==> src/rtl/dcache_config.svh <==
`ifndef DCACHE_CONFIG_SVH
`define DCACHE_CONFIG_SVH

// Bus widths
`define DC_ADDR_W 32
`define DC_DATA_W 32

// Geometry: 2 ways x 8 sets x 32-byte lines
`define DC_WAYS 2
`define DC_SETS 8
`define DC_INDEX_W 3
`define DC_OFFSET_W 5
`define DC_WORDS 8
`define DC_TAG_W 24

// Memory burst len field for a full line (8 beats)
`define DC_BURST_LEN 7

// Uncached regions
`define DC_UNCACHED_LIMIT 32'h20
`define DC_IO_MASK 32'hc000_0000

`endif

==> src/rtl/dcache_pkg.sv <==
`include "dcache_config.svh"

package dcache_pkg;

  typedef logic [`DC_TAG_W-1:0] tag_t;

  typedef logic way_t; // 2 ways, one bit

  // CPU address split as seen by the tag/data store
  typedef struct packed {
    tag_t                    tag;
    logic [`DC_INDEX_W-1:0]  index;
    logic [2:0]              word;     // Word within the line
    logic [1:0]              byte_off; // Byte within the word
  } addr_fields_t;

  // Raw for region checks and memory requests, fields for lookup
  typedef union packed {
    logic [`DC_ADDR_W-1:0] raw;
    addr_fields_t          fields;
  } addr_t;

  // One cache line, word 0 in the low bits
  typedef logic [`DC_WORDS-1:0][`DC_DATA_W-1:0] line_t;

endpackage

==> src/rtl/dcache_ifs.sv <==
`timescale 1ns/1ns
`include "dcache_config.svh"


// Controller -> write-data serializer
interface drain_if;
  logic                    start;       // 1-cycle pulse, only while !busy
  dcache_pkg::line_t       line;        // Victim line for write-back
  logic [`DC_DATA_W-1:0]   single_word; // Bypass write word
  logic [`DC_DATA_W/8-1:0] single_strb;
  logic                    burst;       // 1 = 8-beat line, 0 = single beat
  logic                    busy;
  logic                    done;        // Pulse on last beat accepted

  modport ctrl (output start, line, single_word, single_strb, burst, input busy, done);
  modport drain (input start, line, single_word, single_strb, burst, output busy, done);
endinterface

==> src/rtl/dcache_drain.sv <==
`timescale 1ns/1ns
`include "dcache_config.svh"

module dcache_drain (
  input  logic                    clk,
  input  logic                    rst,
  drain_if.drain                  d,
  output logic                    wr_data_valid,
  output logic [`DC_DATA_W-1:0]   wr_data,
  output logic [`DC_DATA_W/8-1:0] wr_data_strb,
  output logic                    wr_data_last,
  input  logic                    wr_data_ready
);

  dcache_pkg::line_t       buf_q;  // Words left to send, next in word 0
  logic [2:0]              left_q; // Beats left after the current one
  logic [`DC_DATA_W/8-1:0] strb_q;
  logic                    busy_q;
  logic                    beat;

  assign beat = busy_q && wr_data_ready; // Beat accepted

  always_ff @(posedge clk) begin
    if (rst) begin
      busy_q <= 1'b0;
      left_q <= '0;
    end else if (d.start) begin
      busy_q <= 1'b1;
      left_q <= d.burst ? 3'(`DC_BURST_LEN) : 3'd0;
    end else if (beat) begin
      left_q <= left_q - 3'd1;
      if (left_q == 3'd0) begin
        busy_q <= 1'b0; // Last beat gone
      end
    end
  end

  always_ff @(posedge clk) begin
    if (d.start) begin
      buf_q  <= d.burst ? d.line
                        : {{(`DC_WORDS-1)*`DC_DATA_W{1'b0}}, d.single_word};
      strb_q <= d.burst ? '1 : d.single_strb; // Full words on write-back
    end else if (beat) begin
      buf_q <= {{`DC_DATA_W{1'b0}}, buf_q[`DC_WORDS-1:1]};
    end
  end

  assign wr_data_valid = busy_q;
  assign wr_data       = buf_q[0];
  assign wr_data_strb  = strb_q;
  assign wr_data_last  = busy_q && (left_q == 3'd0);

  assign d.busy = busy_q;
  assign d.done = beat && (left_q == 3'd0);

endmodule

==> src/flat_wrapper.sv <==
// flat-port wrapper written by rule: the top's interface ports become plain ports
module dcache_drain_flat 
  (clk, rst, wr_data_valid, wr_data, wr_data_strb, wr_data_last, wr_data_ready, d_start, d_line, d_single_word, d_single_strb, d_burst, d_busy, d_done);
  drain_if d_i ();
  input  logic clk;
  input  logic rst;
  output logic wr_data_valid;
  output logic [`DC_DATA_W-1:0] wr_data;
  output logic [`DC_DATA_W/8-1:0] wr_data_strb;
  output logic wr_data_last;
  input  logic wr_data_ready;
  input wire logic [$bits(d_i.start)-1:0] d_start;
  input wire logic [$bits(d_i.line)-1:0] d_line;
  input wire logic [$bits(d_i.single_word)-1:0] d_single_word;
  input wire logic [$bits(d_i.single_strb)-1:0] d_single_strb;
  input wire logic [$bits(d_i.burst)-1:0] d_burst;
  output wire logic [$bits(d_i.busy)-1:0] d_busy;
  output wire logic [$bits(d_i.done)-1:0] d_done;
  assign d_i.start = d_start;
  assign d_i.line = d_line;
  assign d_i.single_word = d_single_word;
  assign d_i.single_strb = d_single_strb;
  assign d_i.burst = d_burst;
  assign d_busy = d_i.busy;
  assign d_done = d_i.done;
  dcache_drain u_core (.clk(clk), .rst(rst), .d(d_i), .wr_data_valid(wr_data_valid), .wr_data(wr_data), .wr_data_strb(wr_data_strb), .wr_data_last(wr_data_last), .wr_data_ready(wr_data_ready));
endmodule
==> config.mk <==
export PLATFORM = sky130hd
export DESIGN_NAME = dcache_drain_flat
export DESIGN_NICKNAME = d
export VERILOG_FILES = /design/src/rtl/dcache_pkg.sv /design/src/rtl/dcache_ifs.sv /design/src/rtl/dcache_drain.sv /design/src/flat_wrapper.sv
export VERILOG_INCLUDE_DIRS = /design/src /design/src/rtl
export SDC_FILE = /design/constraint.sdc
export NUM_CORES = 1
export LEC_CHECK = 0
export BUFFER_PORTS_ARGS = -buffer_cell sky130_fd_sc_hd__buf_2
export CORE_MARGIN = 2
export CORE_UTILIZATION = 56
export DETAILED_ROUTE_END_ITERATION = 7
export PLACE_DENSITY = 0.89
export SYNTH_ARGS = -nofsm -noshare
export SYNTH_HDL_FRONTEND = slang
export SYNTH_SLANG_ARGS = --single-unit
==> constraint.sdc <==
create_clock -name clk -period 25.1 [get_ports clk]
set_input_delay 5.02 -clock clk [delete_from_list [all_inputs] [get_ports clk]]
set_output_delay 5.02 -clock clk [all_outputs]
set_load 0.02 [all_outputs]
==> results of run 1 <==
[cell usage in the layout (no fill, tap or decap), types with 2 or more instances in the layout]
master,instances
a21boi_0,2
a21oi_1,33
a22o_1,191
and3_1,32
buf_2,335
buf_4,8
clkbuf_1,4
clkbuf_16,27
clkinv_1,8
clkinv_2,2
dfxtp_1,4
diode_2,4
edfxtp_1,260
ha_1,2
inv_1,3
mux2i_1,32
nand2_1,3
nand3_1,2
nor2_1,34
or2_2,4
[logic make-up (layout without fill, tap and decap cells)]
logic type               Yosys count  count (layout)
multiplexers                      32              32
other                              0               4
flip-flops                       264             264
buffers and inverters             98             390
adder cells (fa/ha/maj)            2               2
AND/OR/NAND/NOR                   79              79
XOR/XNOR                           2               2
AO/OA/AOI/OAI                    230             230
[report_power, final]
group / internal, mW / switching, mW
logic: 0.0494 / 0.0550
registers: 0.538 / 0.0134
clock network: 0.204 / 0.151
[metal layers]
layer | up-vias | share of wire (%) | wire length (µm) | global-route usage (%)
li1 | 3368 | - | - | -
met1 | 3279 | 38 | 8820 | 25.7
met2 | 286 | 51 | 11900 | 37.6
met3 | 57 | 7.1 | 1650 | 4.51
met4 | 0 | 3.5 | 820 | 8.58
met5 | - | 0 | 0 | 0
[through the flow]
step / total power [mW] / instances
2_1_floorplan: 0.638 / 707
3_3_place_gp: 0.659 / 1221
3_5_place_dp: 0.666 / 1221
4_1_cts: 1.02 / 1264
5_1_grt: 1.05 / 1268
6_report: 1.01 / 1268
[flip-flops by register name, summed over array words and instances (netlist names)]
| register | flops |
|---|---|
| u_core.d.busy | 1 |
| u_core.buf_q | 224 |
| u_core.wr_data_strb | 4 |
| u_core.left_q | 3 |
| u_core.wr_data | 32 |
[worst paths after layout]
| kind | end | from | slack, ps | cells past startpoint |
|---|---|---|---|---|
| worst max-delay path | d_done | wr_data_ready | 14420 | 3 |
| worst min-delay path | u_core.buf_q[146] | u_core.buf_q[178] | 540 | 1 |
| worst max register to register | u_core.wr_data[1] | u_core.d.busy | 21950 | 4 |
| worst min register to register | u_core.buf_q[146] | u_core.buf_q[178] | 540 | 1 |
[area by class of cell]
| type | instances | share of cell area (%) |
|---|---|---|
| Clock buffer | 31 | 5.15 |
| Clock inverter | 12 | 0.579 |
| Sequential cell | 264 | 58.8 |
| Multi-Input combinational cell | 345 | 19.8 |
| Antenna cell | 4 | 0.0747 |
| Inverter | 4 | 0.149 |
| Timing Repair Buffer | 343 | 13.0 |
| Tap cell | 265 | 2.47 |
==> results by group, run 1 <==
Outcome
  – Status: finished clean

Synth
  – Yosys warning total: 0
  – Portion of netlist area occupied by mux cells: 2.85%
  – Yosys cell types: 27
  – Largest family of logic cells by synthesized area: compound AO/OA/AOI/OAI gates
  – Synth top area share: 69.6%
  – Share of flip-flops with an asynchronous set or reset: 0%
  – Top post-synthesis cells by count: edfxtp_1 (260), a22o_1 (191), buf_4 (37)
  – Top cells by area, synth: edfxtp_1 (70%), a22o_1 (15%), mux2i_1 (2.9%)
  – Most common cell in the netlist: edfxtp_1
  – Syn_nets: about 1000
  – Avg Inst Size Synth: 15.9 µm²
  – Simple-Gate Fraction of Synth Area: 3.57%
  – Synth Area in Compound Gates: 16.8%
  – Post-synth EDFFs: 260
  – Synthesized flop and latch total: between 200 and 300
  – Post-synthesis adder-cell area fraction: 0.223%
  – Sequential share of the synthesized area: 70.3%
  – Synth Area in XOR/XNOR: 0.156%
  – Dominant synthesized flop cell: edfxtp_1
  – Cell Area, Synth: 11200 µm²
  – Yosys top cell by area: edfxtp_1
  – Cell count after synthesis: 707

Floorplan
  – Number of I/O pins: about 340
  – Die area: 21200 µm²
  – Num rows: 51
  – Chip Width: 146 µm
  – Die height: 146 µm
  – Core box area: 19600 µm²
  – Initial core utilization: 57.3%

GRT
  – Global-route wire length before repair: 36200 µm
  – Largest net degree at the start of global routing: 117
  – Initial antenna violation count: 4
  – Vias in the first global route: 7174
  – Total GRT Usage: 21.3%
  – Global route overflow: 0

Setup path
  – CP cell instances: buf_2, nor3b_1, buf_2
  – Critical path required time: 20080 ps
  – Max FO, Critical Path: 5
  – Slowest cell on crit path: nor3b_1
  – Top delay family on crit path: buffers and inverters
  – Critical path capture point type: output port
  – Worst stage delay on the critical path: approximately 290 ps
  – Crit path launch type: primary input
  – Worst Path Buf+Inv: 2
  – Setup Crit Path Kind: in -> out
  – Most frequent CP cell: buf_2
  – WP data arrival: 5660 ps

Placed design
  – Placed cell areas: 12600 µm²
  – Dpl ws: 14460 ps
  – GP Congestion: 0.825
  – Port bufs: 336
  – DP HPWL: 15500 µm

Clock tree
  – CTS max path bufs: 3
  – Clock slew at reported path FFs: around 60 ps
  – Worst-Skew Late Latency: slightly above 500 ps
  – Clock Sinks: 264
  – H-tree level count: 1
  – Post-CTS Setup Bufs: 0
  – CTS buffer count: 26
  – Clk root buf: clkbuf_16
  – Resized Gates After CTS: 0
  – CTS tree: built
  – CTS Hold Bufs: 0

Cells and area
  – Sequential Area: between 7000 and 8000 µm²
  – Area Growth Syn to Fin: 19.4%
  – Multi-input gate area: between 2000 and 3000 µm²
  – Fillers: 1303
  – Core Util, Final: 68.4%
  – Post-route cell area: 13400 µm²
  – Final net count: roughly 1300
  – Layout cell share with drive strength beyond 1: 38.1%

STA
  – Clock Skew: 7.55 ps
  – Slew margin rel.: 24.7%
  – Final Critical Period: 10680 ps
  – Fmax: 93.6 MHz
  – Max-slew violations: 0
  – WHS: 538 ps
  – Fin. Hold Viols: 0
  – TNS Setup: 0 ps
  – Final setup viols: 0
  – Final worst slack: 14420 ps
  – Worst slew pin tran: roughly 1100 ps
  – RSZ-0062 raised after global routing: no
  – Final period utilization: 42.6%

Power and ir drop
  – PD cells: 75.4 nW/µm²
  – Max IR drop VDD: between 0.05 and 0.06 mV
  – Pleak: 5.71 nW

Detailed routing
  – Pre-antenna DRT Iters: 4
  – Drt via density: between 5 and 6
  – Routed len/inst: 18.3 µm
  – Antenna-violating nets left: 0
  – DRC viols: 0
  – DR iter-0 viols: roughly 430
  – Routed vias: 6990
  – Total Routed Length: 23200 µm

Worst hold path
  – Worst Hold Class: reg -> reg

Job
  – Max-cap violation count: 0
No activity file was read; power rests on OpenSTA's default activity.
==> run 2, diff against run 1 <==
--- a/config.mk
+++ b/config.mk
@@ -8,9 +8,9 @@
 export LEC_CHECK = 0
 export BUFFER_PORTS_ARGS = -buffer_cell sky130_fd_sc_hd__buf_2
 export CORE_MARGIN = 2
-export CORE_UTILIZATION = 56
+export CORE_UTILIZATION = 52
 export DETAILED_ROUTE_END_ITERATION = 7
-export PLACE_DENSITY = 0.89
+export PLACE_DENSITY = 0.84
 export SYNTH_ARGS = -nofsm -noshare
 export SYNTH_HDL_FRONTEND = slang
 export SYNTH_SLANG_ARGS = --single-unit
==> constraint.sdc (replaced) <==
create_clock -name clk -period 11 [get_ports clk]
set_input_delay 2.2 -clock clk [delete_from_list [all_inputs] [get_ports clk]]
set_output_delay 2.2 -clock clk [all_outputs]
set_load 0.02 [all_outputs]
==> results by group, run 2 (synthesized netlist as in run 1, its figures left out) <==
STA
  – Final Critical Period: between 5000 and 6000 ps
  – Clock Skew: 6.21 ps
  – TNS Setup: 0 ps
  – Max-slew violations: 0
  – WHS: 533 ps
  – Final setup viols: 0
  – RSZ-0062 raised after global routing: no
  – Slew margin rel.: 20.4%
  – Final period utilization: 45.6%
  – Fmax: ~200 MHz
  – Worst slew pin tran: 1190 ps
  – Fin. Hold Viols: 0
  – Final worst slack: roughly 6000 ps

Worst hold path
  – Worst Hold Class: reg -> reg

Floorplan
  – Chip Width: between 150 and 200 µm
  – Number of I/O pins: ~340
  – Num rows: 53
  – Initial core utilization: roughly 53%
  – Core box area: 21100 µm²
  – Die area: between 20000 and 25000 µm²
  – Die height: 151 µm

Job
  – Max-cap violation count: 0

Cells and area
  – Final net count: 1282
  – Core Util, Final: between 60% and 70%
  – Leading cell types in the layout, fill and taps excluded: buf_2 (335), edfxtp_1 (260), a22o_1 (191)
  – Commonest non-fill, non-tap cell in the layout: buf_2
  – Layout cell share with drive strength beyond 1: 38.0%
  – Area Growth Syn to Fin: 19.7%
  – Largest reg by FF count: u_core.buf_q
  – Post-Layout Cell Count: 1285
  – Max reg flops: 224

Clock tree
  – H-tree level count: 1
  – Clock Sinks: ~260
  – CTS tree: built
  – Worst-Skew Late Latency: 510 ps
  – CTS Hold Bufs: 0
  – Resized Gates After CTS: 0
  – CTS max path bufs: 3
  – Clock slew at reported path FFs: 60 ps
  – Clk root buf: clkbuf_16
  – Post-CTS Setup Bufs: 0
  – CTS buffer count: 26

Power and ir drop
  – Int Pwr: approximately 1.8 mW
  – Switching part of the total power: 21.7%
  – Sw power: 0.503 mW
  – PD cells: 172 nW/µm²
  – Clock power frac: 35.3%
  – Flop pwr share: 54.4%
  – Max IR drop VDD: 0.139 mV
  – Pleak: 5.71 nW
  – Comb power frac: 10.3%

Setup path
  – Max FO, Critical Path: 5
  – Critical path required time: 8800 ps
  – WP data arrival: 2810 ps
  – Critical path capture point type: output port
  – Crit path launch type: primary input
  – Setup Crit Path Kind: in -> out

Detailed routing
  – Drt via density: 5.38
  – Total Routed Length: ~23000 µm
  – Pre-antenna DRT Iters: 5
  – DRC viols: 0
  – DR iter-0 viols: 342
  – Routed len/inst: 18.2 µm
  – Antenna-violating nets left: 0
  – Routed vias: just under 7000

GRT
  – Total GRT Usage: 19.3%
  – Vias in the first global route: around 6600
  – Initial antenna violation count: 6
  – Global-route wire length before repair: 34000 µm
  – Global route overflow: 0
  – Largest net degree at the start of global routing: 117

Placed design
  – DP HPWL: between 15000 and 20000 µm
  – Dpl ws: roughly 5700 ps
  – Post-Place Cells: between 1000 and 1500
  – GP Congestion: around 0.82
  – Port bufs: 336

Outcome
  – Status: finished clean
## run 2: cell count changes in the layout (fill, tap and decap cells not counted)
cell / delta
diode_2: +6
clkbuf_1: +5
clkinv_1: -3
buf_4: -1
clkinv_4: +1
clkinvlp_4: -1
## run 2: final timing paths
path	startpoint	to	slack (ps)	depth (start not counted)
worst min register to register	u_core.buf_q[254]	u_core.buf_q[222]	530	1
worst max register to register	u_core.d.busy	u_core.buf_q[187]	8130	3
worst max-delay path	wr_data_ready	d_done	5990	3
worst min-delay path	u_core.buf_q[254]	u_core.buf_q[222]	530	1
## run 2: metal layers
metal / global-route usage (%) / vias up / routed length (µm)
li1: - / 3376 / -
met1: 24.3 / 3227 / 9390
met2: 33.3 / 270 / 11700
met3: 3.64 / 40 / 1680
met4: 7.43 / 0 / 622
met5: 0 / - / 0
## run 2: critical path, stage by stage
cell,delay (ps)
buf_2,120
nor3b_1,270
buf_2,220
## run 2: layout make-up
class                   instances  area (µm²)
diodes                         10        25.0
clock buffers                  36         709
clock inverters                 9        67.6
fillers                      1559        7650
inverters                       4        20.0
multi-input cells             345        2650
flip-flops and latches        264        7890
well taps                     275         344
repair buffers                342        1730
## run 2: power groups by stage
stage | sequential (mW) | clock (mW) | combinational (mW)
2_1_floorplan | 1.29 | 0 | 0.169
3_3_place_gp | 1.28 | 0 | 0.231
3_5_place_dp | 1.28 | 0 | 0.240
4_1_cts | 1.26 | 0.831 | 0.241
5_1_grt | 1.27 | 0.871 | 0.262
6_report | 1.26 | 0.817 | 0.238
## run 2: through the flow
stage | total power [mW] | area, µm²
finish | 2.32 | 13400
global route | 2.40 | 13400
CTS | 2.33 | 13400
detailed placement | 1.52 | 12600
global placement | 1.51 | 12600
floorplan | 1.46 | 11200
==> run 3, diff against run 2 <==
--- a/config.mk
+++ b/config.mk
@@ -8,9 +8,9 @@
 export LEC_CHECK = 0
 export BUFFER_PORTS_ARGS = -buffer_cell sky130_fd_sc_hd__buf_2
 export CORE_MARGIN = 2
-export CORE_UTILIZATION = 52
+export CORE_UTILIZATION = 47
 export DETAILED_ROUTE_END_ITERATION = 7
-export PLACE_DENSITY = 0.84
+export PLACE_DENSITY = 0.8
 export SYNTH_ARGS = -nofsm -noshare
 export SYNTH_HDL_FRONTEND = slang
 export SYNTH_SLANG_ARGS = --single-unit
==> constraint.sdc (replaced) <==
create_clock -name clk -period 4.2 [get_ports clk]
set_input_delay 0.84 -clock clk [delete_from_list [all_inputs] [get_ports clk]]
set_output_delay 0.84 -clock clk [all_outputs]
set_load 0.02 [all_outputs]
==> results by group, run 3 (synthesized netlist as in run 1, its figures left out) <==
STA
  – Clock Skew: 27.9 ps
  – TNS Setup: 0 ps
  – Final period utilization: approximately three fifths
  – RSZ-0062 raised after global routing: no
  – Max-slew violations: 0
  – Final Critical Period: 2510 ps
  – Final setup viols: 0
  – Fmax: 398 MHz
  – Slew margin rel.: 41.2%
  – Fin. Hold Viols: 0
  – Worst slew pin tran: 882 ps

Clock tree
  – H-tree level count: 1
  – Clock Sinks: 264
  – CTS Hold Bufs: 0
  – CTS buffer count: 27
  – Resized Gates After CTS: 0
  – Clock slew at reported path FFs: 60 ps
  – Clk root buf: clkbuf_16
  – Worst-Skew Late Latency: 530 ps
  – CTS tree: built
  – Post-CTS Setup Bufs: 0
  – CTS max path bufs: 3

GRT
  – Global-route wire length before repair: about 35000 µm
  – Total GRT Usage: 17.7%
  – GRT met3 Usage: 3.59%
  – GR peak layer: met2
  – Global route overflow: 0
  – Largest net degree at the start of global routing: 96
  – Initial antenna violation count: 9
  – Grt met2 use: 30.1%
  – Met1 usage: 22.1%
  – Vias in the first global route: 6848

Setup path
  – CP cell instances: inv_1, ha_1, nand2_1, nor3b_1, buf_2
  – Worst Path Buf+Inv: 2
  – Crit path launch type: flop
  – WP data arrival: 1670 ps
  – Max FO, Critical Path: 3
  – Top delay family on crit path: simple AND/OR/NAND/NOR gates
  – Slowest cell on crit path: dfxtp_1
  – Critical path required time: 3360 ps
  – Worst stage delay on the critical path: 300 ps
  – Setup Crit Path Kind: reg -> out
  – Critical path capture point type: output port

Placed design
  – GP Congestion: roughly 0.81
  – DP HPWL: 15900 µm
  – Post-Place Cells: 1279
  – Port bufs: between 300 and 400

Job
  – Max-cap violation count: 0

Cells and area
  – Post-Layout Cell Count: 1339
  – Max reg flops: 224
  – Layout cell share with drive strength beyond 1: 38.3%
  – Area Growth Syn to Fin: 21.3%
  – Commonest non-fill, non-tap cell in the layout: buf_2
  – Fillers: around 1800
  – Largest reg by FF count: u_core.buf_q
  – Leading cell types in the layout, fill and taps excluded: buf_2 (335), edfxtp_1 (260), a22o_1 (191)
  – Final net count: 1288
  – Core Util, Final: 58.0%

Outcome
  – Status: finished clean

Floorplan
  – Number of I/O pins: 337
  – Die area: around 25000 µm²
  – Num rows: 56
  – Initial core utilization: between 40% and 50%
  – Chip Width: 159 µm
  – Die height: 159 µm
  – Core box area: 23500 µm²

Detailed routing
  – Drt via density: 5.14
  – DR iter-0 viols: roughly 360
  – Routed vias: 6880
  – Pre-antenna DRT Iters: 5
  – Routed len/inst: between 15 and 20 µm
  – Total Routed Length: 23600 µm
  – DRC viols: 0
  – Antenna-violating nets left: 0

Power and ir drop
  – Pleak: 5.77 nW
  – PD cells: 449 nW/µm²
  – Max IR drop VDD: 0.405 mV

Worst hold path
  – Worst Hold Class: reg -> reg
run 3: final timing paths:
path	startpoint	to	slack, ps	cells after the start
worst max-delay path	u_core.left_q[0]	d_done	1690	5
worst min-delay path	u_core.buf_q[211]	u_core.buf_q[179]	530	1
worst max register to register	u_core.d.busy	u_core.buf_q[109]	2160	3
worst min register to register	u_core.buf_q[211]	u_core.buf_q[179]	530	1
run 3: power breakdown:
part / internal [mW] / switching (mW) / leakage [nW]
Combinational: 0.304 / 0.330 / 2.67
Sequential: 3.22 / 0.0790 / 2.71
Clock: 1.24 / 0.942 / 0.387
Total: 4.76 / 1.35 / 5.77
run 3: per-stage QoR:
stage | instance area [µm²] | hold slack (ps) | power, mW | worst slack, ps
floorplan | 11200 | 502 | 3.78 | 670
global placement | 12800 | 514 | 3.96 | 1350
detailed placement | 12800 | 530 | 3.99 | 1310
CTS | 13600 | 511 | 6.17 | 1680
global route | 13600 | 539 | 6.35 | 1580
finish | 13600 | 529 | 6.11 | 1690
run 3: routing by layer:
| metal | vias up | share of wire (%) |
|---|---|---|
| met5 | - | 0 |
| met4 | 0 | 2.7 |
| met3 | 42 | 5.8 |
| met2 | 242 | 50 |
| met1 | 3200 | 42 |
| li1 | 3396 | - |
run 3: final cells by class:
type / count / area, µm² / share of cell area, %
sequential: 264 / 7890 / 57.9
multi-input combinational: 345 / 2660 / 19.5
timing repair buffer: 347 / 1820 / 13.3
clock buffer: 34 / 702 / 5.16
tap: 319 / 399 / 2.93
clock inverter: 16 / 103 / 0.754
antenna: 10 / 25.0 / 0.184
inverter: 4 / 20.0 / 0.147
