## src/rtl/dcache_config.svh

```systemverilog
`ifndef DCACHE_CONFIG_SVH
`define DCACHE_CONFIG_SVH

// Bus widths
`define DC_ADDR_W 32
`define DC_DATA_W 32

// Geometry: 2 ways x 8 sets x 32-byte lines
`define DC_WAYS 2
`define DC_SETS 8
`define DC_INDEX_W 3
`define DC_OFFSET_W 5
`define DC_WORDS 8
`define DC_TAG_W 24

// Memory burst len field for a full line (8 beats)
`define DC_BURST_LEN 7

// Uncached regions
`define DC_UNCACHED_LIMIT 32'h20
`define DC_IO_MASK 32'hc000_0000

`endif

```

## src/rtl/dcache_pkg.sv

```systemverilog
`include "dcache_config.svh"

package dcache_pkg;

  typedef logic [`DC_TAG_W-1:0] tag_t;

  typedef logic way_t; // 2 ways, one bit

  // CPU address split as seen by the tag/data store
  typedef struct packed {
    tag_t                    tag;
    logic [`DC_INDEX_W-1:0]  index;
    logic [2:0]              word;     // Word within the line
    logic [1:0]              byte_off; // Byte within the word
  } addr_fields_t;

  // Raw for region checks and memory requests, fields for lookup
  typedef union packed {
    logic [`DC_ADDR_W-1:0] raw;
    addr_fields_t          fields;
  } addr_t;

  // One cache line, word 0 in the low bits
  typedef logic [`DC_WORDS-1:0][`DC_DATA_W-1:0] line_t;

endpackage

```

## src/rtl/dcache_ifs.sv

```systemverilog
`timescale 1ns/1ns
`include "dcache_config.svh"

// Controller <-> tag/data store
interface store_if;
  dcache_pkg::addr_t             addr;      // Latched request address
  logic [`DC_DATA_W-1:0]         wdata;
  logic [`DC_DATA_W/8-1:0]       wstrb;
  logic                          word_we;   // Merge write on hit way
  logic                          fill_we;   // One refill beat
  logic [`DC_DATA_W-1:0]         fill_data;
  dcache_pkg::way_t              fill_way;
  logic                          fill_first; // First refill beat, installs tag

  logic                          hit;
  dcache_pkg::way_t              hit_way;
  dcache_pkg::line_t             hit_line;
  dcache_pkg::way_t              victim_way;
  logic                          victim_dirty;
  dcache_pkg::tag_t              victim_tag;
  dcache_pkg::line_t             victim_line;

  modport ctrl (
    output addr, wdata, wstrb, word_we, fill_we, fill_data, fill_way, fill_first,
    input  hit, hit_way, hit_line, victim_way, victim_dirty, victim_tag, victim_line
  );

  modport store (
    input  addr, wdata, wstrb, word_we, fill_we, fill_data, fill_way, fill_first,
    output hit, hit_way, hit_line, victim_way, victim_dirty, victim_tag, victim_line
  );
endinterface

// Controller -> write-data serializer
interface drain_if;
  logic                    start;       // 1-cycle pulse, only while !busy
  dcache_pkg::line_t       line;        // Victim line for write-back
  logic [`DC_DATA_W-1:0]   single_word; // Bypass write word
  logic [`DC_DATA_W/8-1:0] single_strb;
  logic                    burst;       // 1 = 8-beat line, 0 = single beat
  logic                    busy;
  logic                    done;        // Pulse on last beat accepted

  modport ctrl (output start, line, single_word, single_strb, burst, input busy, done);
  modport drain (input start, line, single_word, single_strb, burst, output busy, done);
endinterface

```

## src/rtl/dcache_ctrl.sv

```systemverilog
`timescale 1ns/1ns
`include "dcache_config.svh"

module dcache_ctrl (
  input  logic                    clk,
  input  logic                    rst,
  // CPU request
  input  logic                    req_valid,
  input  logic                    req_write,
  input  logic [`DC_ADDR_W-1:0]   req_addr,
  input  logic [`DC_DATA_W-1:0]   req_wdata,
  input  logic [`DC_DATA_W/8-1:0] req_wstrb,
  output logic                    req_ready,
  // CPU response
  output logic                    rsp_valid,
  output logic [`DC_DATA_W-1:0]   rsp_data,
  input  logic                    rsp_ready,
  // Memory read
  output logic                    rd_req_valid,
  output logic [`DC_ADDR_W-1:0]   rd_req_addr,
  output logic [7:0]              rd_req_len,
  input  logic                    rd_req_ready,
  input  logic                    rd_rsp_valid,
  input  logic [`DC_DATA_W-1:0]   rd_rsp_data,
  input  logic                    rd_rsp_last,
  output logic                    rd_rsp_ready,
  // Memory write request, data goes through the drain
  output logic                    wr_req_valid,
  output logic [`DC_ADDR_W-1:0]   wr_req_addr,
  output logic [7:0]              wr_req_len,
  input  logic                    wr_req_ready,
  store_if.ctrl                   st,
  drain_if.ctrl                   dr
);

  typedef enum logic [3:0] {
    IDLE, LOOKUP, RSP, WR_HIT,
    WB_REQ, WB_DATA, RF_REQ, RF_DATA,
    BP_RD_REQ, BP_RD_DATA, BP_WR_REQ, BP_WR_DATA
  } state_t;

  state_t state_q, state_d;

  // Latched request
  dcache_pkg::addr_t       addr_q;
  logic                    write_q;
  logic [`DC_DATA_W-1:0]   wdata_q;
  logic [`DC_DATA_W/8-1:0] wstrb_q;

  dcache_pkg::way_t        fill_way_q; // Victim chosen at miss time
  logic [2:0]              beat_q;     // Refill beat number
  logic                    bypass;
  logic                    wr_acc;
  logic                    rf_beat;
  logic                    rf_end;
  logic [`DC_ADDR_W-1:0]   line_addr;

  // Low page and I/O space are never cached
  assign bypass = (addr_q.raw < `DC_UNCACHED_LIMIT) || |(addr_q.raw & `DC_IO_MASK);
  assign line_addr = {addr_q.raw[`DC_ADDR_W-1:`DC_OFFSET_W], {`DC_OFFSET_W{1'b0}}};

  assign wr_acc  = wr_req_valid && wr_req_ready;
  assign rf_beat = (state_q == RF_DATA) && rd_rsp_valid;
  assign rf_end  = rf_beat && (rd_rsp_last || beat_q == 3'd7);

  always_ff @(posedge clk) begin
    if (rst) begin
      state_q <= IDLE;
    end else begin
      state_q <= state_d;
    end
  end

  always_ff @(posedge clk) begin
    if (req_valid && req_ready) begin // Accept edge
      addr_q.raw <= req_addr;
      write_q    <= req_write;
      wdata_q    <= req_wdata;
      wstrb_q    <= req_wstrb;
    end
    if (state_q == LOOKUP && !st.hit) begin
      fill_way_q <= st.victim_way;
    end
  end

  always_ff @(posedge clk) begin
    if (rst) begin
      beat_q <= '0;
    end else if (state_q == RF_REQ) begin
      beat_q <= '0;
    end else if (rf_beat) begin
      beat_q <= beat_q + 3'd1;
    end
  end

  always_comb begin
    state_d = state_q;
    case (state_q)
      IDLE:       if (req_valid) state_d = LOOKUP;
      LOOKUP: begin
        if (bypass) begin
          state_d = write_q ? BP_WR_REQ : BP_RD_REQ;
        end else if (st.hit) begin
          state_d = write_q ? WR_HIT : RSP;
        end else begin
          state_d = st.victim_dirty ? WB_REQ : RF_REQ; // Write back before refill
        end
      end
      RSP:        if (rsp_ready) state_d = IDLE;
      WR_HIT:     state_d = IDLE;
      WB_REQ:     if (wr_acc) state_d = WB_DATA;
      WB_DATA:    if (dr.done) state_d = RF_REQ;
      RF_REQ:     if (rd_req_ready) state_d = RF_DATA;
      RF_DATA:    if (rf_end) state_d = LOOKUP; // Retry, now a hit
      BP_RD_REQ:  if (rd_req_ready) state_d = BP_RD_DATA;
      BP_RD_DATA: if (rd_rsp_valid && rsp_ready) state_d = IDLE;
      BP_WR_REQ:  if (wr_acc) state_d = BP_WR_DATA;
      BP_WR_DATA: if (dr.done) state_d = IDLE;
      default:    state_d = IDLE;
    endcase
  end

  // CPU side
  assign req_ready = (state_q == IDLE);
  assign rsp_valid = (state_q == RSP) || (state_q == BP_RD_DATA && rd_rsp_valid);
  assign rsp_data  = (state_q == BP_RD_DATA) ? rd_rsp_data
                                             : st.hit_line[addr_q.fields.word];

  // Memory read request, line aligned for refill
  assign rd_req_valid = (state_q == RF_REQ) || (state_q == BP_RD_REQ);
  assign rd_req_addr  = (state_q == BP_RD_REQ) ? addr_q.raw : line_addr;
  assign rd_req_len   = (state_q == BP_RD_REQ) ? 8'd0 : 8'(`DC_BURST_LEN);
  // Bypass beat passes straight through to the CPU
  assign rd_rsp_ready = (state_q == RF_DATA) || (state_q == BP_RD_DATA && rsp_ready);

  // Memory write request, held off while the drain is still sending
  assign wr_req_valid = ((state_q == WB_REQ) || (state_q == BP_WR_REQ)) && !dr.busy;
  assign wr_req_addr  = (state_q == WB_REQ)
                        ? {st.victim_tag, addr_q.fields.index, {`DC_OFFSET_W{1'b0}}}
                        : addr_q.raw;
  assign wr_req_len   = (state_q == WB_REQ) ? 8'(`DC_BURST_LEN) : 8'd0;

  // Drain starts as the write request is taken
  assign dr.start       = wr_acc;
  assign dr.burst       = (state_q == WB_REQ);
  assign dr.line        = st.victim_line;
  assign dr.single_word = wdata_q;
  assign dr.single_strb = wstrb_q;

  // Store side
  assign st.addr       = addr_q;
  assign st.wdata      = wdata_q;
  assign st.wstrb      = wstrb_q;
  assign st.word_we    = (state_q == WR_HIT);
  assign st.fill_we    = rf_beat;
  assign st.fill_data  = rd_rsp_data;
  assign st.fill_way   = fill_way_q;
  assign st.fill_first = rf_beat && (beat_q == 3'd0);

endmodule

```

## src/flat_wrapper.sv

```systemverilog
// flat-port wrapper written by rule: the top's interface ports become plain ports
module dcache_ctrl_flat 
  (clk, rst, req_valid, req_write, req_addr, req_wdata, req_wstrb, req_ready, rsp_valid, rsp_data, rsp_ready, rd_req_valid, rd_req_addr, rd_req_len, rd_req_ready, rd_rsp_valid, rd_rsp_data, rd_rsp_last, rd_rsp_ready, wr_req_valid, wr_req_addr, wr_req_len, wr_req_ready, st_addr, st_wdata, st_wstrb, st_word_we, st_fill_we, st_fill_data, st_fill_way, st_fill_first, st_hit, st_hit_way, st_hit_line, st_victim_way, st_victim_dirty, st_victim_tag, st_victim_line, dr_start, dr_line, dr_single_word, dr_single_strb, dr_burst, dr_busy, dr_done);
  store_if st_i ();
  drain_if dr_i ();
  input  logic clk;
  input  logic rst;
  input  logic req_valid;
  input  logic req_write;
  input  logic [`DC_ADDR_W-1:0] req_addr;
  input  logic [`DC_DATA_W-1:0] req_wdata;
  input  logic [`DC_DATA_W/8-1:0] req_wstrb;
  output logic req_ready;
  output logic rsp_valid;
  output logic [`DC_DATA_W-1:0] rsp_data;
  input  logic rsp_ready;
  output logic rd_req_valid;
  output logic [`DC_ADDR_W-1:0] rd_req_addr;
  output logic [7:0] rd_req_len;
  input  logic rd_req_ready;
  input  logic rd_rsp_valid;
  input  logic [`DC_DATA_W-1:0] rd_rsp_data;
  input  logic rd_rsp_last;
  output logic rd_rsp_ready;
  output logic wr_req_valid;
  output logic [`DC_ADDR_W-1:0] wr_req_addr;
  output logic [7:0] wr_req_len;
  input  logic wr_req_ready;
  output wire logic [$bits(st_i.addr)-1:0] st_addr;
  output wire logic [$bits(st_i.wdata)-1:0] st_wdata;
  output wire logic [$bits(st_i.wstrb)-1:0] st_wstrb;
  output wire logic [$bits(st_i.word_we)-1:0] st_word_we;
  output wire logic [$bits(st_i.fill_we)-1:0] st_fill_we;
  output wire logic [$bits(st_i.fill_data)-1:0] st_fill_data;
  output wire logic [$bits(st_i.fill_way)-1:0] st_fill_way;
  output wire logic [$bits(st_i.fill_first)-1:0] st_fill_first;
  input wire logic [$bits(st_i.hit)-1:0] st_hit;
  input wire logic [$bits(st_i.hit_way)-1:0] st_hit_way;
  input wire logic [$bits(st_i.hit_line)-1:0] st_hit_line;
  input wire logic [$bits(st_i.victim_way)-1:0] st_victim_way;
  input wire logic [$bits(st_i.victim_dirty)-1:0] st_victim_dirty;
  input wire logic [$bits(st_i.victim_tag)-1:0] st_victim_tag;
  input wire logic [$bits(st_i.victim_line)-1:0] st_victim_line;
  output wire logic [$bits(dr_i.start)-1:0] dr_start;
  output wire logic [$bits(dr_i.line)-1:0] dr_line;
  output wire logic [$bits(dr_i.single_word)-1:0] dr_single_word;
  output wire logic [$bits(dr_i.single_strb)-1:0] dr_single_strb;
  output wire logic [$bits(dr_i.burst)-1:0] dr_burst;
  input wire logic [$bits(dr_i.busy)-1:0] dr_busy;
  input wire logic [$bits(dr_i.done)-1:0] dr_done;
  assign st_addr = st_i.addr;
  assign st_wdata = st_i.wdata;
  assign st_wstrb = st_i.wstrb;
  assign st_word_we = st_i.word_we;
  assign st_fill_we = st_i.fill_we;
  assign st_fill_data = st_i.fill_data;
  assign st_fill_way = st_i.fill_way;
  assign st_fill_first = st_i.fill_first;
  assign st_i.hit = st_hit;
  assign st_i.hit_way = st_hit_way;
  assign st_i.hit_line = st_hit_line;
  assign st_i.victim_way = st_victim_way;
  assign st_i.victim_dirty = st_victim_dirty;
  assign st_i.victim_tag = st_victim_tag;
  assign st_i.victim_line = st_victim_line;
  assign dr_start = dr_i.start;
  assign dr_line = dr_i.line;
  assign dr_single_word = dr_i.single_word;
  assign dr_single_strb = dr_i.single_strb;
  assign dr_burst = dr_i.burst;
  assign dr_i.busy = dr_busy;
  assign dr_i.done = dr_done;
  dcache_ctrl u_core (.clk(clk), .rst(rst), .req_valid(req_valid), .req_write(req_write), .req_addr(req_addr), .req_wdata(req_wdata), .req_wstrb(req_wstrb), .req_ready(req_ready), .rsp_valid(rsp_valid), .rsp_data(rsp_data), .rsp_ready(rsp_ready), .rd_req_valid(rd_req_valid), .rd_req_addr(rd_req_addr), .rd_req_len(rd_req_len), .rd_req_ready(rd_req_ready), .rd_rsp_valid(rd_rsp_valid), .rd_rsp_data(rd_rsp_data), .rd_rsp_last(rd_rsp_last), .rd_rsp_ready(rd_rsp_ready), .wr_req_valid(wr_req_valid), .wr_req_addr(wr_req_addr), .wr_req_len(wr_req_len), .wr_req_ready(wr_req_ready), .st(st_i), .dr(dr_i));
endmodule
```

## config.mk

```make
export PLATFORM = sky130hd
export DESIGN_NAME = dcache_ctrl_flat
export DESIGN_NICKNAME = d
export VERILOG_FILES = /design/src/rtl/dcache_pkg.sv /design/src/rtl/dcache_ifs.sv /design/src/rtl/dcache_ctrl.sv /design/src/flat_wrapper.sv
export VERILOG_INCLUDE_DIRS = /design/src /design/src/rtl
export SDC_FILE = /design/constraint.sdc
export NUM_CORES = 1
export LEC_CHECK = 0
export ABC_AREA = 1
export BUFFER_PORTS_ARGS = -buffer_cell sky130_fd_sc_hd__clkbuf_2
export CAP_MARGIN = 20
export CORE_AREA = 4 4 447 449
export CTS_BUF_LIST = sky130_fd_sc_hd__clkbuf_4 sky130_fd_sc_hd__clkbuf_8 sky130_fd_sc_hd__clkbuf_16
export DETAILED_ROUTE_END_ITERATION = 12
export DIE_AREA = 0 0 451 453
export SYNTH_ARGS = -nofsm -noshare
export SYNTH_HDL_FRONTEND = slang
export SYNTH_SLANG_ARGS = --single-unit
```

## constraint.sdc

```tcl
create_clock -name clk -period 7 [get_ports clk]
set_input_delay 0.7 -clock clk [delete_from_list [all_inputs] [get_ports clk]]
set_output_delay 0.7 -clock clk [all_outputs]
set_load 0.01 [all_outputs]
```

==> results.cfg, run 1 <==
[run_status]
status = complete, no violations

[sta]
setup_violations = 0
tns_ns = 0
period_minus_slack_ns = 4.62
relSlewSlack_pct = 18.1
clock_skew_ns = 0.00865
fin_crit_sh_pct = 66.0
fmax_mhz = 216
maxSlewViolCount = 0
rsz0062_at_grt = false
hold_viol = 0
tightestPinTransition_ns = 1.23

[yosys]
yosysMostFrequentCell = buf_4
syn_area_mm2 = 0.00835
syn_avg_cell_area_um2 = 7.32
synth_common_cells = buf_4, nor2_1, o21ai_0, nand2_1, edfxtp_1
synth-async-reset-ratio_pct = 0
synth_ff_type = edfxtp_1
yosysTopAreaCell = buf_4
synth_seq_cells = 77
yosys_warnings = 0
netlist_top_cells_area = buf_4, edfxtp_1, o21ai_0, nor2_1, o221ai_1
postSynthCellCount = 1141
synth_top_cell_area_share_pct = 33.5
synth_edf_count = 70
ys_seq_area_share_pct = 26.9
ys_types = 30

[clock_network]
numCtsBuffers = 9
post_cts_buffers = 0
clock_sinks = 77
root_buffer = clkbuf_16
cts_resized = 0
cts_max_level = 3
clkTransAtPathRegs_ns = 0.08
cts_tree = built
ctsHoldBuffers = 0
cts_max_path_buffers = 2
clk_latency_ns = 0.40

[power_and_ir_drop]
internal_power_mw = 1.48
sequentialPowerShare_pct = 26.2
leakage_nw = 4.96
clkPwrFrac_pct = 17.0
p_comb_share_pct = 56.9
vdd_ir_drop_max_mv = 0.143
netSwitchingFraction_pct = 53.3
powerDensity_mw_per_mm2 = 255
switchingPower_mw = 1.68
power_mw = 3.16

[global_route]
grtUsageMet3_pct = 9.62
antenna_found_initial = 139
grt.busiest_layer = met2
met1_usage_pct = 8.85
grt_pass1_vias = 8479
grt-ovfl-total = 0
grt_usage_pct = 12.1
grt_max_degree = 71
grt_pass1_wl_mm = 147
met2_usage_pct = 23.5

[floorplanning]
initial_utilization_pct = 4.25
die-area_mm2 = 0.204
die_h_um = 453
die_w_um = 451
coreArea_mm2 = 0.196
row_count = 163
ioPinCount = 1166

[cells_and_area]
multiInputGateArea_mm2 = 0.00294
drive_above_1_share_pct = 50.3
regArea_mm2 = 0.00224
areaGrowthSynthToFinish_pct = 48.3
postLayoutCoreUtil_pct = 6.31
fillers = 23382
final_nets = 2046
final_cell_area_mm2 = 0.0124

[place]
gp_congestion = 0.825
numPortBuffers = 642
dp_hpwl_mm = 120
dpl_cell_area_mm2 = 0.0120

[worst_setup_path]
critical_path.endpoint = rsp_data[7]
cp_data_required_time_ns = 6.30
r2r_end = u_core.state_q[1]
endpoint_kind = output pin
reg2reg_slack_ns = 4.64
critPathLaunch = u_core.st.addr[3]
worstSetupPathType = register to output pin
critPathArrivalTime_ns = 3.92
start_kind = register
r2r-start = u_core.st.addr[18]
reg2reg_depth = 12
path_max_fanout = 29

[drt]
drt-wirelength-per-cell_um = 31.9
num_vias = 9625
dr.pass1.iters = 5
ant_nets = 0
drc = 0
wl_mm = 130
via_per_inst = 2.37
drt_iter0_markers = 857

[worst_hold_path]
hold_class = primary input to register

[run]
drv_cap = 0
[registers in the layout (all words and copies together), names as in the netlist]
signal                 count
u_core.st.addr            32
u_core.beat_q              3
u_core.state_q             4
u_core.dr.single_word     32
u_core.write_q             1
u_core.st.fill_way         1
u_core.dr.single_strb      4
[final cells by class]
type,count,area share (%)
Antenna cell,21,0.425
Clock buffer,9,1.82
Clock inverter,7,0.667
Multi-Input combinational cell,596,23.7
Sequential cell,77,18.1
Timing Repair Buffer,660,27.1
Tap cell,2640,26.7
Inverter,48,1.51
[cells by family after synthesis]
logic type / count (synthesis) / synth area share (%)
other: 1 / 0.0449
AND/OR/NAND/NOR: 360 / 17.8
flip-flops: 77 / 26.9
AO/OA/AOI/OAI: 223 / 16.4
buffers and inverters: 477 / 38.4
adder cells (fa/ha/maj): 3 / 0.450
[power by group through the flow]
stage                     Sequential (mW)  Combinational (mW)  Clock, mW
after floorplan                     0.795                1.05          0
after global placement              0.853                1.84          0
after detailed placement            0.853                1.84          0
after CTS                           0.846                1.85      0.578
after global routing                0.848                1.95      0.590
final                               0.827                1.80      0.536
[stage by stage]
step                cells  hold slack [ns]  setup slack (ns)
floorplan            1150            0.458             0.983
global placement     4021            0.481              2.97
detailed placement   4021            0.484              2.95
CTS                  4037            0.410              2.47
global route         4041            0.424              2.32
finish               4058            0.468              2.38
[cell usage in the layout, fill, tap and decap left out, types with 3 or more instances in the layout]
cell / count
nand2_2: 3
o221ai_1: 64
a21oi_1: 6
nor2_1: 163
ha_1: 3
dfxtp_1: 7
nand3_1: 38
nand4_1: 3
nor2_2: 4
edfxtp_1: 70
nor3_1: 3
clkbuf_16: 9
inv_2: 9
clkbuf_2: 642
diode_2: 21
nand2_1: 137
conb_1: 10
o21ai_0: 147
inv_1: 37
buf_4: 18
[worst min path at each step]
stage                                     end             start  slack, ns  cells past startpoint
global route        u_core.dr.single_word[30]     req_wdata[30]       0.42                      1
detailed placement           u_core.beat_q[0]  u_core.beat_q[0]       0.48                      2
CTS                 u_core.dr.single_word[25]     req_wdata[25]       0.41                      1
finish              u_core.dr.single_word[28]     req_wdata[28]       0.47                      1
global placement             u_core.beat_q[0]  u_core.beat_q[0]       0.48                      2
floorplan                    u_core.beat_q[0]  u_core.beat_q[0]       0.46                      2
[routing by layer]
metal / part of all wire [%] / vias up
li1: - / 3958
met5: 0.50 / -
met4: 2.7 / 74
met1: 24 / 4230
met2: 55 / 1071
met3: 18 / 292
[critical path: stages (launching register included)]
cell,delay [ns]
edfxtp_1,0.69
buf_4,0.37
clkinv_2,0.30
buf_4,0.47
o21ai_0,0.18
o221ai_1,0.97
nand3_1,0.20
nand2_1,0.12
clkbuf_2,0.13
No activity file was read; power rests on OpenSTA's default activity.
==> inputs of run 2 (changes only) <==
--- a/config.mk
+++ b/config.mk
@@ -9,10 +9,10 @@
 export ABC_AREA = 1
 export BUFFER_PORTS_ARGS = -buffer_cell sky130_fd_sc_hd__clkbuf_2
 export CAP_MARGIN = 20
-export CORE_AREA = 4 4 447 449
+export CORE_AREA = 4 4 456 458
 export CTS_BUF_LIST = sky130_fd_sc_hd__clkbuf_4 sky130_fd_sc_hd__clkbuf_8 sky130_fd_sc_hd__clkbuf_16
 export DETAILED_ROUTE_END_ITERATION = 12
-export DIE_AREA = 0 0 451 453
+export DIE_AREA = 0 0 460 462
 export SYNTH_ARGS = -nofsm -noshare
 export SYNTH_HDL_FRONTEND = slang
 export SYNTH_SLANG_ARGS = --single-unit
==> constraint.sdc (replaced) <==
create_clock -name clk -period 4.15 [get_ports clk]
set_input_delay 0.415 -clock clk [delete_from_list [all_inputs] [get_ports clk]]
set_output_delay 0.415 -clock clk [all_outputs]
set_load 0.01 [all_outputs]
==> results.cfg, run 2 (synthesis results as in run 1) <==
[clock_network]
post_cts_buffers = 0
cts_max_level = 3
numCtsBuffers = 9
clock_sinks = 77
ctsHoldBuffers = 0
root_buffer = clkbuf_16
clkTransAtPathRegs_ns = 0.09
cts_resized = 0
clk_latency_ns = 0.42
cts_tree = built
cts_max_path_buffers = 2

[place]
numPortBuffers = 642
dp.cells = 4074
gp_congestion = 0.834
dp_hpwl_mm = 132

[drt]
num_vias = 9621
drc = 0
dr.pass1.iters = 6
via_per_inst = 2.33
drt_iter0_markers = 886
ant_nets = 0
wl_mm = 141
drt-wirelength-per-cell_um = 34.1

[sta]
tightestPinTransition_ns = 0.976
maxSlewViolCount = 0
clock_skew_ns = 0.0181
fin_crit_sh_pct = 80.2
hold_ws_ns = 0.164
fmax_mhz = 300
relSlewSlack_pct = 35.0
hold_viol = 0
period_minus_slack_ns = 3.33
rsz0062_at_grt = false
tns_ns = 0
setup_violations = 0

[worst_setup_path]
cp_data_required_time_ns = 3.73
endpoint_kind = output pin
max_stage_delay_ns = 0.74
worst-path-buf-inv = 2
critPathTopFamily = compound AO/OA/AOI/OAI gates
critPathArrivalTime_ns = 2.91
path_max_fanout = 60
crit_slowest_cell = o221ai_1
reg2reg_depth = 10
crit_path_cell_trace = inv_6 -> o21ai_0 -> o221ai_1 -> nand3_1 -> nand2_1 -> clkbuf_2
worstSetupPathType = register to output pin
crit_cells = 6
start_kind = register

[cells_and_area]
areaGrowthSynthToFinish_pct = 50.6
drive_above_1_share_pct = 50.4
finalNonFillerCells = 4121
final_nets = 2051
final_common_cell = clkbuf_2
final_cell_mix = clkbuf_2, nor2_1, o21ai_0

[floorplanning]
die-area_mm2 = 0.213
initial_utilization_pct = 4.09
row_count = 166
coreArea_mm2 = 0.204
die_w_um = 460
ioPinCount = 1166
die_h_um = 462

[power_and_ir_drop]
p_comb_share_pct = 56.9
internal_power_mw = 2.60
powerDensity_mw_per_mm2 = 428
sequentialPowerShare_pct = 25.6
switchingPower_mw = 2.79
vdd_ir_drop_max_mv = 0.378
leakage_nw = 5.01
power_mw = 5.38
netSwitchingFraction_pct = 51.8
clkPwrFrac_pct = 17.5

[global_route]
grt_pass1_wl_mm = 157
grt-ovfl-total = 0
grt_max_degree = 66
antenna_found_initial = 105
grt_usage_pct = 12.5
grt_pass1_vias = 8918

[worst_hold_path]
hold_class = primary input to register
worstHoldPathCells = 1

[run]
drv_cap = 0

[run_status]
status = complete, no violations
-- run 2: final timing paths --
path,from,end,slack [ns]
worst max-delay path,u_core.st.addr[2],rsp_data[8],0.82
worst min register to register,u_core.beat_q[2],u_core.beat_q[2],0.49
worst min-delay path,req_addr[12],u_core.st.addr[12],0.16
worst max register to register,u_core.st.addr[22],u_core.state_q[1],1.79
-- run 2: worst register-to-register path, stage by stage (launching register included) --
cell and delay [ns]:
edfxtp_1 0.69, nor2_1 0.20, nand3_1 0.37, nor2_1 0.22, nand2_1 0.26, nand2_1 0.21, nand2_1 0.07, nand3_1 0.08
nand2_1 0.05, nand2_1 0.05, a21oi_1 0.06
-- run 2: power groups by stage --
| stage | clock network, mW | registers [mW] | logic, mW |
|---|---|---|---|
| floorplan | 0 | 1.33 | 1.78 |
| global placement | 0 | 1.42 | 3.15 |
| detailed placement | 0 | 1.41 | 3.15 |
| CTS | 1.01 | 1.40 | 3.16 |
| global route | 1.02 | 1.41 | 3.33 |
| finish | 0.942 | 1.38 | 3.07 |
-- run 2: layout make-up --
type                            count  area [µm²]
Inverter                           48         188
Clock inverter                      6        87.6
Multi-Input combinational cell    596        2940
Tap cell                         2688        3360
Timing Repair Buffer              665        3440
Clock buffer                       10         233
Antenna cell                       31        77.6
Fill cell                       24333      191000
Sequential cell                    77        2240
-- run 2: per-layer routing --
| layer | track usage (%) | vias to the layer above | routed length, µm |
|---|---|---|---|
| met2 | 23.9 | 1089 | 75200 |
| met4 | 3.80 | 46 | 4580 |
| met1 | 8.56 | 4239 | 32100 |
| li1 | - | 3986 | - |
| met3 | 11.2 | 261 | 28400 |
| met5 | 0.113 | - | 350 |
-- run 2: per-stage QoR --
| stage | cell area [µm²] | utilization [%] | setup slack, ns |
|---|---|---|---|
| after floorplan | 8390 | - | 0.429 |
| after global placement | 12200 | 5.97 | 1.10 |
| after detailed placement | 12200 | 5.97 | 1.10 |
| after CTS | 12500 | 6.12 | 0.614 |
| after global routing | 12500 | 6.13 | 0.650 |
| final | 12600 | 6.16 | 0.822 |
==> inputs of run 3 (changes only) <==
--- a/config.mk
+++ b/config.mk
@@ -6,13 +6,13 @@
 export SDC_FILE = /design/constraint.sdc
 export NUM_CORES = 1
 export LEC_CHECK = 0
-export ABC_AREA = 1
+export ABC_AREA = 0
 export BUFFER_PORTS_ARGS = -buffer_cell sky130_fd_sc_hd__clkbuf_2
 export CAP_MARGIN = 20
-export CORE_AREA = 4 4 456 458
+export CORE_AREA = 4 4 450 452
 export CTS_BUF_LIST = sky130_fd_sc_hd__clkbuf_4 sky130_fd_sc_hd__clkbuf_8 sky130_fd_sc_hd__clkbuf_16
 export DETAILED_ROUTE_END_ITERATION = 12
-export DIE_AREA = 0 0 460 462
+export DIE_AREA = 0 0 454 456
 export SYNTH_ARGS = -nofsm -noshare
 export SYNTH_HDL_FRONTEND = slang
 export SYNTH_SLANG_ARGS = --single-unit
==> constraint.sdc (replaced) <==
create_clock -name clk -period 3.4 [get_ports clk]
set_input_delay 0.34 -clock clk [delete_from_list [all_inputs] [get_ports clk]]
set_output_delay 0.34 -clock clk [all_outputs]
set_load 0.01 [all_outputs]
==> results.cfg, run 3 <==
[yosys]
netlist_top_cells_area = buf_4, edfxtp_1, mux4_2, mux2i_1, mux2_2
synth_common_cells = buf_4, edfxtp_1, mux4_2, mux2i_1, nand2_1
ys_seq_area_share_pct = 27.3
syn_area_mm2 = 0.00821
postSynthCellCount = 768
synth_seq_cells = 77
yosysTopAreaCell = buf_4
yosysMostFrequentCell = buf_4
synth_ff_type = edfxtp_1
synth-async-reset-ratio_pct = 0
synth_edf_count = 70
synth_top_cell_area_share_pct = 34.2
ys_types = 55
syn_avg_cell_area_um2 = 10.7
yosys_warnings = 0

[floorplanning]
initial_utilization_pct = 4.13
ioPinCount = 1166
die_h_um = 456
die_w_um = 454
row_count = 164
die-area_mm2 = 0.207
coreArea_mm2 = 0.199

[worst_setup_path]
start_kind = register
worstSetupPathType = register to output pin
cp_data_required_time_ns = 3.06
max_stage_delay_ns = 0.76
endpoint_kind = output pin
critPathArrivalTime_ns = 2.83
crit_slowest_cell = mux2i_1
path_max_fanout = 39
crit_path_cell_trace = buf_12 -> mux4_2 -> mux2i_1 -> o21ai_0 -> clkbuf_2
reg2reg_depth = 6

[power_and_ir_drop]
leakage_nw = 4.71
powerDensity_mw_per_mm2 = 505
vdd_ir_drop_max_mv = 0.234

[clock_network]
clkTransAtPathRegs_ns = 0.08
cts_tree = built
cts_max_path_buffers = 2
cts_max_level = 3
root_buffer = clkbuf_16
ctsHoldBuffers = 0
clk_latency_ns = 0.41
numCtsBuffers = 9
post_cts_buffers = 0
clock_sinks = 77
cts_resized = 0

[cells_and_area]
multiInputGateArea_mm2 = 0.00303
areaGrowthSynthToFinish_pct = 51.4
final_common_cell = clkbuf_2
final_nets = 1705
drive_above_1_share_pct = 74.1
regArea_mm2 = 0.00224
final_cell_mix = clkbuf_2, edfxtp_1, mux4_2
postLayoutCoreUtil_pct = 6.25
fillers = 23355

[sta]
fmax_mhz = 315
period_minus_slack_ns = 3.17
fin_crit_sh_pct = 93.3
relSlewSlack_pct = 34.7
rsz0062_at_grt = false
tns_ns = 0
tightestPinTransition_ns = 0.952
maxSlewViolCount = 0
setup_violations = 0
clock_skew_ns = 0.0121
hold_viol = 0

[global_route]
grt_max_degree = 50
grt_pass1_vias = 7423
grt-ovfl-total = 0
grt_pass1_wl_mm = 124
grt_usage_pct = 10.1
antenna_found_initial = 74

[drt]
dr.pass1.iters = 4
drc = 0
drt-wirelength-per-cell_um = 29.4
wl_mm = 110
ant_nets = 0
via_per_inst = 2.02
num_vias = 7552
drt_iter0_markers = 699

[place]
gp_congestion = 0.924
numPortBuffers = 642
dp_hpwl_mm = 103

[worst_hold_path]
hold_class = primary input to register
worstHoldPathCells = 1

[run_status]
status = complete, no violations

[run]
drv_cap = 0
run 3: cell count changes after synthesis, moves of 25 or more:
cell      before  now
nand3_1       38    2
clkbuf_1      40   15
o221ai_1      64    1
o21ai_0      147   32
inv_1         38    8
mux4_2         0   64
nand2_1      137   36
mux2i_1        0   36
nor2_1       163   14
run 3: logic make-up after synthesis:
logic type,Yosys count,synth area share [%]
AOI/OAI and AO/OA,55,4.19
xor gates and xnor gates,1,0.107
adders and majority gates,3,0.457
buffers and inverters,412,36.3
DFF,77,27.3
muxes,124,25.2
other,1,0.0457
and+or+nand+nor,95,6.32
run 3: final cells by class:
cell class	count	share of cell area, %
inverters	10	0.302
diodes	19	0.382
clock buffers	10	1.92
well taps	2656	26.7
flip-flops and latches	77	18.0
clock inverters	6	0.403
repair buffers	665	27.8
multi-input cells	288	24.4
run 3: power by group:
part	leakage [nW]	total, mW	internal [mW]	switching [mW]
registers	0.723	1.70	1.33	0.368
clock network	0.137	1.10	0.527	0.577
logic	3.85	3.48	1.35	2.14
total	4.71	6.28	3.20	3.08
run 3: routing by layer:
metal	up-vias	track usage, %	wire length (µm)
met4	42	3.13	3770
li1	2940	-	-
met3	223	7.51	18100
met2	820	19.9	61100
met5	-	0	309
met1	3527	7.18	26300
run 3: worst paths after layout:
check | end | slack (ns) | from
max | rsp_data[19] | 0.23 | u_core.st.addr[2]
min | u_core.st.addr[3] | 0.1 | req_addr[3]
min reg2reg | u_core.beat_q[2] | 0.55 | u_core.beat_q[2]
max reg2reg | u_core.state_q[0] | 0.79 | u_core.st.addr[12]
run 3: metrics by stage:
| stage | power (mW) | hold slack (ns) | worst slack [ns] | instance area [µm²] | cells |
|---|---|---|---|---|---|
| after global placement | 5.38 | 0.508 | 0.101 | 12100 | 3693 |
| after detailed placement | 5.46 | 0.519 | 0.518 | 12100 | 3696 |
| after global routing | 6.69 | 0.0588 | 0.0611 | 12400 | 3719 |
| after CTS | 6.65 | 0.0318 | 0.0348 | 12400 | 3712 |
| final | 6.28 | 0.0991 | 0.228 | 12400 | 3731 |
| after floorplan | 3.63 | 0.439 | 0.248 | 8240 | 777 |
run 3: worst max-delay path: cells and delay by family, from the launching register on:
kind | cells | cell delay (ns)
flops | 1 | 0.40
mux | 2 | 1.31
compound gates | 1 | 0.16
buf+inv | 2 | 0.43
